**config.mk**
```make
export PLATFORM = sky130hd
export DESIGN_NAME = invaders_display
export DESIGN_NICKNAME = d
export VERILOG_FILES = /design/src/video_pkg.sv /design/src/game_pkg.sv /design/src/game_regs.sv /design/src/raster_timing.sv /design/src/sprite_fetch.sv /design/src/pixel_shade.sv /design/src/invaders_display.sv
export SDC_FILE = /design/constraint.sdc
export NUM_CORES = 1
export LEC_CHECK = 0
export BUFFER_PORTS_ARGS = -buffer_cell sky130_fd_sc_hd__buf_2
export CORE_UTILIZATION = 40
export CTS_BUF_LIST = sky130_fd_sc_hd__clkbuf_4
export CTS_CLUSTER_SIZE = 40
export DETAILED_ROUTE_END_ITERATION = 8
export PLACE_DENSITY = 0.69
export REMOVE_ABC_BUFFERS = 1
export SLEW_MARGIN = 20
export SYNTH_ARGS = -nofsm -noshare
export SYNTH_HDL_FRONTEND = slang
export SYNTH_SLANG_ARGS = --single-unit
```
**constraint.sdc**
```tcl
create_clock -name i_clk -period 3.1 [get_ports i_clk]
set_input_delay 0.31 -clock i_clk [delete_from_list [all_inputs] [get_ports i_clk]]
set_output_delay 0.31 -clock i_clk [all_outputs]
set_load 0.01 [all_outputs]
```
**src/video_pkg.sv**
```systemverilog
/* raster and colour types for the 640x480 video pipeline
   tiles are 32x32 pixels, colour is 3-bit rgb with red in the top bit */
package video_pkg;

   typedef logic [2:0] rgb_t;

   localparam rgb_t BLACK   = 3'b000;
   localparam rgb_t RED     = 3'b100;
   localparam rgb_t MAGENTA = 3'b101;
   localparam rgb_t YELLOW  = 3'b110;
   localparam rgb_t WHITE   = 3'b111;

   localparam int TILE_BITS = 5;   // 32 pixel tiles

   typedef struct packed {
      logic [9:0] x;
      logic [8:0] y;
      logic       active;   // inside visible area
   } pixel_pos_t;

   // which object owns the current tile
   typedef enum logic [2:0] {
      NONE,
      INVADER,
      SHIP,
      BULLET,
      SMILEY,
      SAD,
      CHESS
   } sprite_kind_t;

   typedef struct packed {
      pixel_pos_t   pos;
      sprite_kind_t kind;
      logic         sprite_bit;   // bitmap bit at this pixel
   } fetch_t;

endpackage

```
**src/game_pkg.sv**
```systemverilog
/* game state as written by the host, and the APB register map
   addresses are byte offsets on a 5-bit APB address */
package game_pkg;

   typedef enum logic [1:0] {
      PLAYING      = 2'd0,
      YOU_WIN      = 2'd1,
      GAME_OVER    = 2'd2,
      TEST_PATTERN = 2'd3
   } gameplay_t;

   typedef struct packed {
      gameplay_t   gameplay;
      logic [19:0] invaders;        // one bit per tile column
      logic [3:0]  invaders_line;   // tile row of the invaders
      logic [4:0]  ship_x;
      logic [4:0]  bullet_x;
      logic [3:0]  bullet_y;
      logic        bullet_flying;
   } game_state_t;

   localparam logic [3:0] SHIP_ROW = 4'd13;

   // register map
   localparam logic [4:0] ADDR_GAMEPLAY = 5'h00;
   localparam logic [4:0] ADDR_INVADERS = 5'h04;
   localparam logic [4:0] ADDR_LINE     = 5'h08;
   localparam logic [4:0] ADDR_SHIP     = 5'h0C;
   localparam logic [4:0] ADDR_BULLET   = 5'h10;   // x 4:0, y 8:5, flying 9

endpackage

```
**src/game_regs.sv**
```systemverilog
/* APB3 slave, zero wait states; writes land in a pending copy of the state
   that is handed to the display only on the frame start pulse */
module game_regs (
   input  logic                  i_clk,
   input  logic                  i_reset,
   input  logic                  i_psel,
   input  logic                  i_penable,
   input  logic                  i_pwrite,
   input  logic [4:0]            i_paddr,
   input  logic [31:0]           i_pwdata,
   output logic [31:0]           o_prdata,
   output logic                  o_pready,
   output logic                  o_pslverr,
   input  logic                  i_frame_start,
   output game_pkg::game_state_t o_state
);

   game_pkg::game_state_t pending;
   logic                  addr_ok;
   logic                  wr_en;

   // read mux and address decode
   always_comb begin
      addr_ok  = 1'b1;
      o_prdata = 32'b0;
      case (i_paddr)
         game_pkg::ADDR_GAMEPLAY: o_prdata = {30'b0, pending.gameplay};
         game_pkg::ADDR_INVADERS: o_prdata = {12'b0, pending.invaders};
         game_pkg::ADDR_LINE:     o_prdata = {28'b0, pending.invaders_line};
         game_pkg::ADDR_SHIP:     o_prdata = {27'b0, pending.ship_x};
         game_pkg::ADDR_BULLET:
            o_prdata = {22'b0, pending.bullet_flying, pending.bullet_y, pending.bullet_x};
         default:                 addr_ok = 1'b0;
      endcase
   end

   assign o_pready  = 1'b1;
   assign o_pslverr = i_psel && i_penable && !addr_ok;
   assign wr_en     = i_psel && i_penable && i_pwrite && addr_ok;

   always_ff @(posedge i_clk) begin
      if (i_reset) begin
         pending <= '0;
         o_state <= '0;
      end else begin
         if (wr_en) begin
            case (i_paddr)
               game_pkg::ADDR_GAMEPLAY:
                  pending.gameplay <= game_pkg::gameplay_t'(i_pwdata[1:0]);
               game_pkg::ADDR_INVADERS: pending.invaders      <= i_pwdata[19:0];
               game_pkg::ADDR_LINE:     pending.invaders_line <= i_pwdata[3:0];
               game_pkg::ADDR_SHIP:     pending.ship_x        <= i_pwdata[4:0];
               game_pkg::ADDR_BULLET: begin
                  pending.bullet_x      <= i_pwdata[4:0];
                  pending.bullet_y      <= i_pwdata[8:5];
                  pending.bullet_flying <= i_pwdata[9];
               end
               default: ;
            endcase
         end
         if (i_frame_start)
            o_state <= pending;   // old value wins on a same-cycle write
      end
   end

endmodule

```
**src/raster_timing.sv**
```systemverilog
/* free running raster counters, one pixel per clock, syncs active low
   line and frame totals must stay below 1024 */
module raster_timing #(
   parameter int H_ACTIVE = 640,
   parameter int H_FRONT  = 16,
   parameter int H_SYNC   = 96,
   parameter int H_BACK   = 48,
   parameter int V_ACTIVE = 480,
   parameter int V_FRONT  = 10,
   parameter int V_SYNC   = 2,
   parameter int V_BACK   = 33
) (
   input  logic                  i_clk,
   input  logic                  i_reset,
   output video_pkg::pixel_pos_t o_pos,
   output logic                  o_hsync,
   output logic                  o_vsync,
   output logic                  o_frame_start
);

   localparam int H_TOTAL  = H_ACTIVE + H_FRONT + H_SYNC + H_BACK;
   localparam int V_TOTAL  = V_ACTIVE + V_FRONT + V_SYNC + V_BACK;
   localparam int HS_START = H_ACTIVE + H_FRONT;
   localparam int VS_START = V_ACTIVE + V_FRONT;

   logic [9:0] h_cnt;
   logic [9:0] v_cnt;
   logic       h_last;
   logic       v_last;

   assign h_last = (h_cnt == 10'(H_TOTAL - 1));
   assign v_last = (v_cnt == 10'(V_TOTAL - 1));

   always_ff @(posedge i_clk) begin
      if (i_reset) begin
         h_cnt <= '0;
         v_cnt <= '0;
      end else if (h_last) begin
         h_cnt <= '0;
         v_cnt <= v_last ? 10'd0 : v_cnt + 10'd1;
      end else begin
         h_cnt <= h_cnt + 10'd1;
      end
   end

   assign o_pos.x      = h_cnt;
   assign o_pos.y      = v_cnt[8:0];   // only meaningful in the active rows
   assign o_pos.active = (h_cnt < 10'(H_ACTIVE)) && (v_cnt < 10'(V_ACTIVE));

   assign o_hsync = !((h_cnt >= 10'(HS_START)) && (h_cnt < 10'(HS_START + H_SYNC)));
   assign o_vsync = !((v_cnt >= 10'(VS_START)) && (v_cnt < 10'(VS_START + V_SYNC)));

   // last position of the frame, state swaps on the next edge
   assign o_frame_start = h_last && v_last;

endmodule

```
**src/sprite_fetch.sv**
```systemverilog
/* pipeline stage one, picks the sprite owning a tile and reads its bitmap bit
   bitmap bit 0 is the leftmost pixel of a tile row */
module sprite_fetch (
   input  logic                  i_clk,
   input  logic                  i_reset,
   input  video_pkg::pixel_pos_t i_pos,
   input  logic                  i_hsync,
   input  logic                  i_vsync,
   input  game_pkg::game_state_t i_state,
   output video_pkg::fetch_t     o_fetch,
   output logic                  o_hsync,
   output logic                  o_vsync
);

   // invader and ship are drawn with doubled rows, indexed by y/2
   localparam logic [31:0] INVADER_ROWS [16] = '{
      32'h00000000, 32'h00000000, 32'h00000000, 32'h00000000,
      32'h00600600, 32'h00181800, 32'h007FFE00, 32'h01E7E780,
      32'h07FFFFE0, 32'h067FFE60, 32'h06600660, 32'h001E7800,
      32'h00000000, 32'h00000000, 32'h00000000, 32'h00000000
   };
   localparam logic [31:0] SHIP_ROWS [16] = '{
      32'h00018000, 32'h00018000, 32'h0007E000, 32'h0007E000,
      32'h0187E180, 32'h0187E180, 32'h019FF980, 32'h01FE7F80,
      32'h61F81F86, 32'h61F81F86, 32'h61FFFF86, 32'h67FFFFE6,
      32'h7FFFFFFE, 32'h7E7FFE7E, 32'h78799E1E, 32'h60018006
   };
   localparam logic [31:0] BULLET_ROWS [16] = '{   // upper half of tile only
      32'h0003C000, 32'h0005E000, 32'h000AF000, 32'h0018F800,
      32'h003FFC00, 32'h003F3C00, 32'h007F1E00, 32'h007E1E00,
      32'h007F1E00, 32'h007E1E00, 32'h007E3E00, 32'h007F3E00,
      32'h007FFE00, 32'h00000000, 32'h005FFE00, 32'h005FFE00
   };
   localparam logic [31:0] SMILEY_ROWS [32] = '{
      32'hFFFFFFFF, 32'hFFFFFFFF, 32'hF800001F, 32'hE0000007,
      32'h80000001, 32'h80000001, 32'h80000001, 32'h80000001,
      32'h81E00781, 32'h81E00781, 32'h81E00781, 32'h81E00781,
      32'h80000001, 32'h80000001, 32'h80000001, 32'h80000001,
      32'h80000001, 32'h80000001, 32'h80000001, 32'h86000061,
      32'h830000C1, 32'h81800181, 32'h80C00301, 32'h80600601,
      32'h801FFC01, 32'h80000001, 32'h80000001, 32'h80000001,
      32'hE0000007, 32'hF800001F, 32'hFFFFFFFF, 32'hFFFFFFFF
   };
   localparam logic [31:0] SAD_ROWS [32] = '{
      32'hFFFFFFFF, 32'hFFFFFFFF, 32'hF800001F, 32'hE0000007,
      32'h80000001, 32'h80000001, 32'h80000001, 32'h80000001,
      32'h81E00781, 32'h81E00781, 32'h81E00781, 32'h81E00781,
      32'h80000001, 32'h80000001, 32'h80000001, 32'h80000001,
      32'h80000001, 32'h80000001, 32'h80000001, 32'h80000001,
      32'h801FFC01, 32'h80300601, 32'h80600301, 32'h80C00181,
      32'h818000C1, 32'h83000061, 32'h80000001, 32'h80000001,
      32'hE0000007, 32'hF800001F, 32'hFFFFFFFF, 32'hFFFFFFFF
   };

   logic [4:0]              tile_col;
   logic [3:0]              tile_row;
   logic [4:0]              off_x;
   logic [4:0]              off_y;
   logic [31:0]             inv_row;   // zero padded so blanking columns read 0
   video_pkg::sprite_kind_t kind_sel;
   logic                    bit_sel;

   assign tile_col = i_pos.x[9:video_pkg::TILE_BITS];
   assign tile_row = i_pos.y[8:video_pkg::TILE_BITS];
   assign off_x    = i_pos.x[video_pkg::TILE_BITS-1:0];
   assign off_y    = i_pos.y[video_pkg::TILE_BITS-1:0];
   assign inv_row  = {12'b0, i_state.invaders};

   always_comb begin
      kind_sel = video_pkg::NONE;
      bit_sel  = 1'b0;
      case (i_state.gameplay)
         game_pkg::YOU_WIN: begin
            kind_sel = video_pkg::SMILEY;
            bit_sel  = SMILEY_ROWS[off_y][off_x];
         end
         game_pkg::GAME_OVER: begin
            kind_sel = video_pkg::SAD;
            bit_sel  = SAD_ROWS[off_y][off_x];
         end
         game_pkg::TEST_PATTERN: begin
            kind_sel = video_pkg::CHESS;
            bit_sel  = tile_col[0] ^ tile_row[0];
         end
         default: begin   // playing, bullet over ship over invader
            if (i_state.bullet_flying && tile_col == i_state.bullet_x &&
                tile_row == i_state.bullet_y) begin
               kind_sel = video_pkg::BULLET;
               bit_sel  = !off_y[4] && BULLET_ROWS[off_y[3:0]][off_x];
            end else if (tile_col == i_state.ship_x && tile_row == game_pkg::SHIP_ROW) begin
               kind_sel = video_pkg::SHIP;
               bit_sel  = SHIP_ROWS[off_y[4:1]][off_x];
            end else if (tile_row == i_state.invaders_line && inv_row[tile_col]) begin
               kind_sel = video_pkg::INVADER;
               bit_sel  = INVADER_ROWS[off_y[4:1]][off_x];
            end
         end
      endcase
   end

   always_ff @(posedge i_clk) begin
      o_fetch.pos        <= i_pos;
      o_fetch.kind       <= kind_sel;
      o_fetch.sprite_bit <= bit_sel;
   end

   always_ff @(posedge i_clk) begin
      if (i_reset) begin
         o_hsync <= 1'b1;
         o_vsync <= 1'b1;
      end else begin
         o_hsync <= i_hsync;
         o_vsync <= i_vsync;
      end
   end

endmodule

```
**src/pixel_shade.sv**
```systemverilog
/* pipeline stage two, colour lookup and blanking */
module pixel_shade (
   input  logic              i_clk,
   input  logic              i_reset,
   input  video_pkg::fetch_t i_fetch,
   input  logic              i_hsync,
   input  logic              i_vsync,
   output video_pkg::rgb_t   o_rgb,
   output logic              o_hsync,
   output logic              o_vsync
);

   video_pkg::rgb_t shade;

   always_comb begin
      shade = video_pkg::BLACK;   // background and blanking
      if (i_fetch.pos.active) begin
         case (i_fetch.kind)
            video_pkg::INVADER:
               if (i_fetch.sprite_bit) shade = video_pkg::MAGENTA;
            video_pkg::SHIP:
               if (i_fetch.sprite_bit) shade = video_pkg::RED;
            video_pkg::BULLET:
               if (i_fetch.sprite_bit) shade = video_pkg::YELLOW;
            // end screens draw the face outline in black
            video_pkg::SMILEY:
               shade = i_fetch.sprite_bit ? video_pkg::BLACK : video_pkg::YELLOW;
            video_pkg::SAD:
               shade = i_fetch.sprite_bit ? video_pkg::BLACK : video_pkg::RED;
            video_pkg::CHESS:
               if (i_fetch.sprite_bit) shade = video_pkg::WHITE;
            default: shade = video_pkg::BLACK;
         endcase
      end
   end

   always_ff @(posedge i_clk) begin
      if (i_reset) begin
         o_rgb   <= video_pkg::BLACK;
         o_hsync <= 1'b1;
         o_vsync <= 1'b1;
      end else begin
         o_rgb   <= shade;
         o_hsync <= i_hsync;   // two stages behind the raster, like rgb
         o_vsync <= i_vsync;
      end
   end

endmodule

```
**src/invaders_display.sv**
```systemverilog
/* game display top, i_clk must be the pixel clock (25 MHz for 640x480)
   rgb and syncs lag the raster by 2 clocks; APB writes show from the next frame */
module invaders_display #(
   parameter int H_ACTIVE = 640,
   parameter int H_FRONT  = 16,
   parameter int H_SYNC   = 96,
   parameter int H_BACK   = 48,
   parameter int V_ACTIVE = 480,
   parameter int V_FRONT  = 10,
   parameter int V_SYNC   = 2,
   parameter int V_BACK   = 33
) (
   input  logic            i_clk,
   input  logic            i_reset,
   input  logic            i_psel,
   input  logic            i_penable,
   input  logic            i_pwrite,
   input  logic [4:0]      i_paddr,
   input  logic [31:0]     i_pwdata,
   output logic [31:0]     o_prdata,
   output logic            o_pready,
   output logic            o_pslverr,
   output video_pkg::rgb_t o_rgb,
   output logic            o_hsync,
   output logic            o_vsync
);

   game_pkg::game_state_t live_state;
   video_pkg::pixel_pos_t pos;
   video_pkg::fetch_t     fetch;
   logic                  frame_start;
   logic                  raw_hsync;
   logic                  raw_vsync;
   logic                  fetch_hsync;
   logic                  fetch_vsync;

   game_regs u_regs (
      .i_clk        (i_clk),
      .i_reset      (i_reset),
      .i_psel       (i_psel),
      .i_penable    (i_penable),
      .i_pwrite     (i_pwrite),
      .i_paddr      (i_paddr),
      .i_pwdata     (i_pwdata),
      .o_prdata     (o_prdata),
      .o_pready     (o_pready),
      .o_pslverr    (o_pslverr),
      .i_frame_start(frame_start),
      .o_state      (live_state)
   );

   raster_timing #(
      .H_ACTIVE(H_ACTIVE),
      .H_FRONT (H_FRONT),
      .H_SYNC  (H_SYNC),
      .H_BACK  (H_BACK),
      .V_ACTIVE(V_ACTIVE),
      .V_FRONT (V_FRONT),
      .V_SYNC  (V_SYNC),
      .V_BACK  (V_BACK)
   ) u_timing (
      .i_clk        (i_clk),
      .i_reset      (i_reset),
      .o_pos        (pos),
      .o_hsync      (raw_hsync),
      .o_vsync      (raw_vsync),
      .o_frame_start(frame_start)
   );

   sprite_fetch u_fetch (
      .i_clk  (i_clk),
      .i_reset(i_reset),
      .i_pos  (pos),
      .i_hsync(raw_hsync),
      .i_vsync(raw_vsync),
      .i_state(live_state),
      .o_fetch(fetch),
      .o_hsync(fetch_hsync),
      .o_vsync(fetch_vsync)
   );

   pixel_shade u_shade (
      .i_clk  (i_clk),
      .i_reset(i_reset),
      .i_fetch(fetch),
      .i_hsync(fetch_hsync),
      .i_vsync(fetch_vsync),
      .o_rgb  (o_rgb),
      .o_hsync(o_hsync),
      .o_vsync(o_vsync)
   );

endmodule

```
== Word level (Yosys, flattened, before mapping) ==
Memories as Yosys holds them, arrays and structs flattened.
Cells that the tools add are included.
Word-level totals
  memories kept: 5
  logic and storage cells: 133
  input port bits: 42
  output and inout port bits: 39
  memory bits (read-only): 3584
  flip-flop bits (word level): 114
Operators by class
  add/sub/neg operators: 2
  equal/unequal tests: 20
  multiplexer cells: 40
  $lt $le $gt $ge: 11
  reduce and logical (&&, ||, !) cells: 26
  bitwise gates (word level): 5
Memory list
  (no name shown): words 32, bits a word 32, rd ports 1, clocked after memory_dff 0, wr ports 0, line sprite_fetch.sv:79  | bit_sel = SAD_ROWS[off_y][off_x];
  (no name shown): words 32, bits a word 32, rd ports 1, clocked after memory_dff 0, wr ports 0, line sprite_fetch.sv:75  | bit_sel = SMILEY_ROWS[off_y][off_x];
  (no name shown): words 16, bits a word 32, rd ports 1, clocked after memory_dff 0, wr ports 0, line sprite_fetch.sv:89  | bit_sel = !off_y[4] && BULLET_ROWS[off_y[3:0]][off_x];
  (no name shown): words 16, bits a word 32, rd ports 1, clocked after memory_dff 0, wr ports 0, line sprite_fetch.sv:95  | bit_sel = INVADER_ROWS[off_y[4:1]][off_x];
  (no name shown): words 16, bits a word 32, rd ports 1, clocked after memory_dff 0, wr ports 0, line sprite_fetch.sv:92  | bit_sel = SHIP_ROWS[off_y[4:1]][off_x];
Operator list (number)
  32-bit 2-to-1 mux: 10
  20-bit case mux with 5 select lines: 1
  1-bit binary-select mux with 5-bit select: 6
  3-bit 2-to-1 mux: 8
  10-bit by 1-bit adder with 10-bit output (second input constant): 2
  10-bit equality test (second input constant): 2
  10-bit < comparator (second input constant): 2
  10-bit by 9-bit < comparator with 1-bit output (second input constant): 2
  3-bit case mux with 6 select lines: 1
  1-bit logical AND: 13
  5-bit by 6-bit < comparator with 1-bit output (second input constant): 2
  1-bit 2-to-1 mux: 11
  5-bit by 4-bit equality test with 1-bit output (second input constant): 2
  5-bit equality test: 2
  10-bit >= comparator (second input constant): 1
  10-bit by 9-bit >= comparator with 1-bit output (second input constant): 1
  5-bit >= comparator (second input constant): 2
  10-bit 2-to-1 mux: 1
  4-bit inverter with 5-bit output: 2
  2-bit AND reduction: 5
  3-bit equality test (second input constant): 3
  3-bit case mux with 3 select lines: 1
  4-bit equality test: 2
  3-bit by 2-bit equality test with 1-bit output (second input constant): 2
  15 further kinds: 20

== Longest topological paths before layout ==
Gate-level depths: netlist of the first run.
  depth in word-level cells: 10
  gate-level depth with buffers: 12
  gate-level depth less buffers: 11

== Cells and area by module ==
Synthesis of the first run repeated with hierarchy kept, for this count alone.
Unflattened totals
  cells, all modules: 897
  area total of the unflattened synthesis: 7838.8 µm²
By module, submodules not included
  game_regs: seq. area each 1641.6 µm², cells each 377, area each 3575.9 µm², times used 1
  sprite_fetch: seq. area each 520.5 µm², cells each 368, area each 2955.3 µm², times used 1
  raster_timing: seq. area each 400.4 µm², cells each 130, area each 1107.3 µm², times used 1
  pixel_shade: seq. area each 100.1 µm², cells each 22, area each 200.2 µm², times used 1

== Worst setup path after synthesis of the first run ==
No wires, ideal clock.
  path kind: register to register
  from: register u_timing.v_cnt[2]
  to: register u_fetch.o_fetch[0] (netlist name)
  setup time: 0.058 ns
  data required time: 3.042 ns
  stages on the path, launching flop included: 13
  path slack: 0.432 ns
  period minus slack after synthesis: 2.668 ns
  path buffers: 2
  data arrival time: 2.610 ns
  cells stage by stage: dfxtp_1 > buf_4 > inv_1 > ha_1 > clkbuf_2 > nor3b_4 > a311oi_1 > mux2_2 > mux4_2 > a21oi_1 > o2111ai_1 > o221ai_1 > o21a_1
On the way
  longest elaborated chain between the ends: 10
  elaborated cells between the ends (all ways): 33
  those cells by class: mux (24); bitwise (3); reduce/logical (1); memory (5)
Ends and longest elaborated chain
  from (decl): line raster_timing.sv:27  | logic [9:0] v_cnt;
  from (signal assigned): line raster_timing.sv:40  | v_cnt <= v_last ? 10'd0 : v_cnt + 10'd1;
  4-bit inverter with 5-bit output (not written as such): line sprite_fetch.sv:92, sprite_fetch.sv:95
  memory 16 x 32 bit
  32-bit 2-to-1 mux (not written as such) (2 in a row): line sprite_fetch.sv:95
  1-bit binary-select mux with 5-bit select: line sprite_fetch.sv:95
  1-bit 2-to-1 mux (not written as such): line sprite_fetch.sv:95
  1-bit 2-to-1 mux: line sprite_fetch.sv:93  | end else if (tile_row == i_state.invaders_line && inv_row[tile_col]) begin
  1-bit 2-to-1 mux: line sprite_fetch.sv:90  | end else if (tile_col == i_state.ship_x && tile_row == game_pkg::SHIP_ROW) begin
  1-bit 2-to-1 mux: line sprite_fetch.sv:86  | if (i_state.bullet_flying && tile_col == i_state.bullet_x &&
  1-bit case mux with 3 select lines *: line sprite_fetch.sv:72  | case (i_state.gameplay)
  net u_fetch.bit_sel: line sprite_fetch.sv:61  | logic bit_sel;
  to (decl): line sprite_fetch.sv:10  | output video_pkg::fetch_t o_fetch,
The timed path passes the listed nets; every way through them passes the cells marked *. The select of a mux whose other input is x is not followed.
A chain may end at the register's enable or synchronous reset.

== Worst setup path in the final report of the first run ==
  from: register u_timing.v_cnt[3]
  to: register u_fetch.o_fetch[0] (netlist name)
The elaborated chain is that of the path after synthesis.

==> results.py, run 1 <==
metrics = {
    "status": {
        "status": "finished clean",
    },
    "cells_and_area": {
        "antenna_cells": 0,
        "postLayoutCellArea_um2": 7910,
        "nets": 1027,
        "syn_to_final_growth_pct": 13.3,
        "fin_cells": 1196,
        "drive_above_1_share_pct": 15.0,
        "final_util_pct": 47.0,
    },
    "sta": {
        "tns_ns": 0,
        "slew_violations": 0,
        "setup_violations": 0,
        "max_freq_mhz": 371,
        "rsz0062_at_grt": "false",
        "hold_slack_ns": 0.0561,
        "skew_ns": 0.0117,
        "fin_crit_sh_pct": 86.9,
        "maxSlewHeadroom_pct": 50.2,
        "hold_viol_final": 0,
        "fin_ws_ns": 0.406,
        "worstMarginPinSlew_ns": 0.746,
        "finalCriticalPeriod_ns": 2.69,
    },
    "clocking": {
        "cts_tree": "built",
        "cts.sinks": 114,
        "clk_pin_slew_ns": 0.10,
        "clockRootBuffer": "clkbuf_4",
        "clock_latency_ns": 0.52,
        "cts-buffers-inserted": 17,
        "post_cts_buffers": 0,
        "cts_max_level": 4,
        "cts_buffer_depth": 2,
        "ctsResizeCount": 0,
    },
    "setup_path": {
        "cp-startpoint": "u_timing.v_cnt[3]",
        "path_depth": 10,
        "critPathBufInv": 1,
        "crit_type": "flop to flop",
        "cpMaxStageDelayCell": "dfxtp_1",
        "cp-endpoint": "u_fetch.o_fetch[0]",
        "r2r_cells": 10,
        "endpoint_kind": "flop",
        "crit_family": "simple AND/OR/NAND/NOR gates",
        "critPathRequiredTime_ns": 3.52,
        "critPathMaxFanout": 7,
        "reg2reg_to": "u_fetch.o_fetch[0]",
        "cpMostUsedCell": "o211ai_1",
        "start_kind": "flop",
        "r2r_start": "u_timing.v_cnt[3]",
        "cp.arrival_ns": 3.11,
        "r2r_slack_ns": 0.41,
        "slowest_delay_ns": 0.54,
        "path_cells": "inv_1, ha_1, and3_1, or4_1, o211ai_1, o211ai_1, and4b_1, a31oi_1, mux2i_1, o21a_1",
    },
    "pwr": {
        "p_per_area_nw_per_um2": 357,
        "total_power_mw": 2.82,
        "ir_drop_uv": 297,
        "p_leak_nw": 2.85,
    },
    "die": {
        "fp.coreArea_um2": 16800,
        "num_rows": 47,
        "initial_utilization_pct": 41.5,
        "die_x_um": 134,
        "chipHeight_um": 134,
        "pin_count": 81,
        "die-area_um2": 18000,
    },
    "placed_design": {
        "dp_cells": 1148,
        "pre_cts_slack_ns": 0.452,
        "io_buffers": 55,
        "dp_hpwl_mm": 12.8,
        "placed_area_um2": 7450,
        "place_congestion": 0.937,
    },
    "global_routing": {
        "grt_pass1_vias": 5976,
        "grt_max_degree": 56,
        "antenna_found_initial": 0,
        "grt_pass1_wl_mm": 30.5,
        "grt-ovfl-total": 0,
        "grtUsageTotal_pct": 21.2,
    },
    "flow_run": {
        "drv_cap": 0,
    },
    "synthesis": {
        "synth_warnings": 0,
        "syn-instance-count": 913,
        "synth_edf_count": 0,
        "synth-async-reset-ratio_pct": 0,
        "synthFlopType": "dfxtp_1",
        "syn_avg_cell_area_um2": 7.64,
        "ys_top_cells_by_area": "dfxtp_1 33%, nand2_1 11%, a21oi_1 8.0%",
        "synth_cell_types": 68,
        "yosysSeqAreaShare_pct": 32.7,
        "yosysTopAreaCell": "dfxtp_1",
        "synth_top_area_share_pct": 32.7,
        "ys_ff_latch": 114,
        "syn_area_um2": 6980,
    },
    "routing": {
        "drc": 0,
        "vias_per_cell": 5.55,
        "dr.pass1.iters": 5,
        "dr_total_vias": 6636,
        "routedWlPerCell_um": 15.4,
        "ant_nets": 0,
        "wirelength_mm": 18.5,
        "drt-initial-drc-count": 590,
    },
    "min_path": {
        "hp-class": "primary input to flop",
        "holdPathStages": 3,
    },
}
[routing by layer]
layer | part of all wire (%) | vias to the layer above | GRT usage (%)
met3 | 6.0 | 28 | 3.59
met5 | 0 | - | 0
met1 | 45 | 3057 | 28.5
met2 | 47 | 255 | 33.8
met4 | 1.7 | 0 | 8.11
li1 | - | 3296 | -
[worst min path at each step]
stage	slack [ns]	startpoint	endpoint
after floorplan	0.38	i_reset	u_regs.o_state[0]
after global placement	0.39	u_fetch.o_hsync	u_shade.o_hsync
after detailed placement	0.40	u_fetch.o_vsync	u_shade.o_vsync
after CTS	0.0006	i_pwdata[2]	u_regs.pending[7]
after global routing	0.009	i_pwdata[2]	u_regs.pending[7]
final	0.06	i_pwdata[3]	u_regs.pending[8]
[cell usage in the layout, fill, tap and decap left out, drive strengths merged, types with 8 or more instances in the layout]
cell / count
nand2: 200
dfxtp: 114
a21oi: 111
buf: 93
nor2: 55
xnor2: 23
o21ai: 22
ha: 22
nor3: 19
mux2i: 18
clkbuf: 17
inv: 17
dlygate4sd3: 16
and2: 15
nand2b: 13
conb: 13
o211ai: 12
nor4: 10
nand4: 10
nand3: 10
a22o: 8
o2111ai: 8
clkinv: 8
[synthesized netlist by cell type, types with 13 or more instances]
cell / n
o21ai_0: 22
clkbuf_1: 49
nand2_1: 200
mux2i_1: 18
nand2b_1: 13
buf_4: 19
a21oi_1: 111
ha_1: 22
xnor2_1: 23
nor3_1: 19
nor2_1: 55
dfxtp_1: 114
inv_1: 16
and2_1: 15
buf_2: 16
[power breakdown]
| group | internal, mW | leakage (nW) | switching (mW) |
|---|---|---|---|
| Clock | 0.549 | 0.144 | 0.569 |
| Sequential | 1.47 | 0.919 | 0.0140 |
| Combinational | 0.0846 | 1.79 | 0.137 |
[logic make-up (layout without fill, tap and decap cells)]
group                      count (synthesis)  after routing  synth area share [%]
AOI/OAI and AO/OA                        225            225                  20.3
xor gates and xnor gates                  30             30                  3.77
adders and majority gates                 22             22                  3.95
buffers and inverters                    107            159                  7.41
DFF                                      114            114                  32.7
muxes                                     32             32                  6.19
other                                      2             13                 0.108
and+or+nand+nor                          381            381                  25.6
[cell type report]
type | count | area [um^2]
clock buffer | 17 | 128
clock inverter | 15 | 168
fill | 1725 | 8910
inverter | 18 | 67.6
multi-input combinational | 703 | 4230
sequential | 114 | 2280
tap | 220 | 275
timing repair buffer | 109 | 761
[registers in the layout, indices dropped and copies added, names as in the netlist]
name / count
u_shade.o_vsync: 1
u_regs.o_state: 41
u_shade.o_rgb: 3
u_fetch.o_fetch: 5
u_fetch.o_hsync: 1
u_regs.pending: 41
u_timing.v_cnt: 10
u_fetch.o_vsync: 1
u_shade.o_hsync: 1
u_timing.h_cnt: 10
[tightest hold or removal path, stage by stage]
cell     delay (ns)
buf_2          0.12
nand2_1        0.05
a21oi_1        0.05
[timing repair]
action,CTS,global route
hold endpoints to repair,22,0
endpoints found under the setup margin,0,0
hold buffers,16,0
Note: power is estimated with default switching activity, not from simulation.
==> run 2, diff against run 1 <==
Settings changed: CTS_BUF_LIST sky130_fd_sc_hd__clkbuf_4 to not set.
==> run 2 against run 1 <==
Design area increased by 2.0%. Sequential share of layout area down 0.56 points. Highest routed layer unchanged. Power up 30%. Register-to-register slack is essentially flat. First-iteration DRC count down 0.17%. Sequential power about the same.
==> results.py, run 2 (synthesized netlist as in run 1, its figures left out) <==
metrics = {
    "clocking": {
        "clockRootBuffer": "clkbuf_16",
        "cts_tree": "built",
        "cts.sinks": 114,
        "cts_buffer_depth": 2,
        "cts-buffers-inserted": 17,
        "post_cts_buffers": 0,
        "cts_max_level": 4,
        "clock_latency_ns": 0.42,
        "clk_pin_slew_ns": 0.05,
        "ctsResizeCount": 0,
        "cts_hold_buf": 0,
    },
    "placed_design": {
        "io_buffers": 55,
        "placed_area_um2": 7450,
        "dp_hpwl_mm": 12.8,
        "dp_cells": 1148,
        "place_congestion": 0.937,
        "pre_cts_slack_ns": 0.452,
    },
    "sta": {
        "fin_crit_sh_pct": 87.3,
        "tns_ns": 0,
        "skew_ns": 0.00630,
        "fin_ws_ns": 0.394,
        "setup_violations": 0,
        "hold_slack_ns": 0.126,
        "finalCriticalPeriod_ns": 2.71,
        "hold_viol_final": 0,
        "worstMarginPinSlew_ns": 0.730,
        "slew_violations": 0,
        "rsz0062_at_grt": "false",
        "maxSlewHeadroom_pct": 51.4,
        "max_freq_mhz": 370,
    },
    "cells_and_area": {
        "largestRegisters": "u_regs.o_state: 41 flops, u_regs.pending: 41 flops",
        "antenna_cells": 0,
        "nets": 1011,
        "drive_above_1_share_pct": 15.4,
        "fillCellCount": 1697,
        "fin_cells": 1180,
        "final_util_pct": 48.0,
        "final_common_cell": "nand2_1",
        "layout_common_cells": "200 x nand2_1, 114 x dfxtp_1, 111 x a21oi_1, 54 x nor2_1, 54 x buf_2",
        "postLayoutCellArea_um2": 8070,
        "syn_to_final_growth_pct": 15.6,
    },
    "pwr": {
        "p_clk_share_pct": 53.9,
        "p_per_area_nw_per_um2": 455,
        "switching_share_pct": 22.5,
        "ir_drop_uv": 433,
        "p_leak_nw": 2.93,
        "p_comb_share_pct": 5.6,
        "p_sw_uw": 827,
        "internal-power_mw": 2.84,
        "seq_power_share_pct": 40.5,
        "total_power_mw": 3.67,
    },
    "setup_path": {
        "r2r_cells": 10,
        "r2r_start": "u_timing.v_cnt[3]",
        "start_kind": "flop",
        "reg2reg_to": "u_fetch.o_fetch[0]",
        "cp.arrival_ns": 3.01,
        "crit_type": "flop to flop",
        "critPathMaxFanout": 7,
        "critPathRequiredTime_ns": 3.40,
        "cp-startpoint": "u_timing.v_cnt[3]",
        "r2r_slack_ns": 0.39,
        "endpoint_kind": "flop",
    },
    "min_path": {
        "min_from": "i_pwdata[17]",
        "hp-class": "primary input to flop",
        "holdPathStages": 3,
        "holdPathEnd": "u_regs.pending[36]",
    },
    "flow_run": {
        "drv_cap": 0,
    },
    "global_routing": {
        "antenna_found_initial": 0,
        "grt_pass1_wl_mm": 30.5,
        "grt-ovfl-total": 0,
        "grt_pass1_vias": 5932,
        "grtUsageTotal_pct": 21.2,
        "grt_max_degree": 56,
    },
    "routing": {
        "drt-initial-drc-count": 589,
        "vias_per_cell": 5.59,
        "dr.pass1.iters": 5,
        "drc": 0,
        "wirelength_mm": 18.7,
        "ant_nets": 0,
        "dr_total_vias": 6592,
        "routedWlPerCell_um": 15.9,
    },
    "die": {
        "initial_utilization_pct": 41.5,
        "die_x_um": 134,
        "chipHeight_um": 134,
        "pin_count": 81,
        "die-area_um2": 18000,
        "num_rows": 47,
        "fp.coreArea_um2": 16800,
    },
    "status": {
        "status": "finished clean",
    },
}
[run 2: worst max path at each step]
stage,end,slack [ns],cells past startpoint
3_3_place_gp,u_fetch.o_fetch[0],0.46,10
6_report,u_fetch.o_fetch[0],0.39,10
4_1_cts,u_fetch.o_fetch[0],0.44,10
2_1_floorplan,u_regs.o_state[0],-0.48,6
5_1_grt,u_fetch.o_fetch[0],0.25,11
3_5_place_dp,u_fetch.o_fetch[0],0.45,10
[run 2: power groups by stage]
stage | Combinational [mW] | Clock [mW] | Sequential [mW]
2_1_floorplan | 0.0891 | 0 | 1.52
6_report | 0.207 | 1.98 | 1.48
4_1_cts | 0.201 | 2.01 | 1.48
3_5_place_dp | 0.201 | 0 | 1.51
5_1_grt | 0.224 | 2.07 | 1.48
3_3_place_gp | 0.203 | 0 | 1.51
[run 2: final cells by class]
| cell class | instances | area [um^2] | share of cell area (%) |
|---|---|---|---|
| Clock buffer | 19 | 453 | 5.62 |
| Multi-Input combinational cell | 703 | 4230 | 52.4 |
| Tap cell | 220 | 275 | 3.41 |
| Clock inverter | 13 | 160 | 1.99 |
| Sequential cell | 114 | 2280 | 28.3 |
| Inverter | 18 | 67.6 | 0.838 |
| Timing Repair Buffer | 93 | 601 | 7.45 |
[run 2: routing by layer]
| layer | wire [um] | track usage, % |
|---|---|---|
| met4 | 320 | 7.62 |
| met5 | 0 | 0 |
| met3 | 1030 | 3.55 |
| met2 | 8660 | 34.5 |
| met1 | 8720 | 28.2 |
[run 2: critical path: stages (launching register included)]
cell      delay, ns
dfxtp_1        0.54
inv_1          0.21
ha_1           0.28
and3_1         0.19
or4_1          0.40
o211ai_1       0.13
o211ai_1       0.12
and4b_1        0.19
a31oi_1        0.18
mux2i_1        0.14
o21a_1         0.22
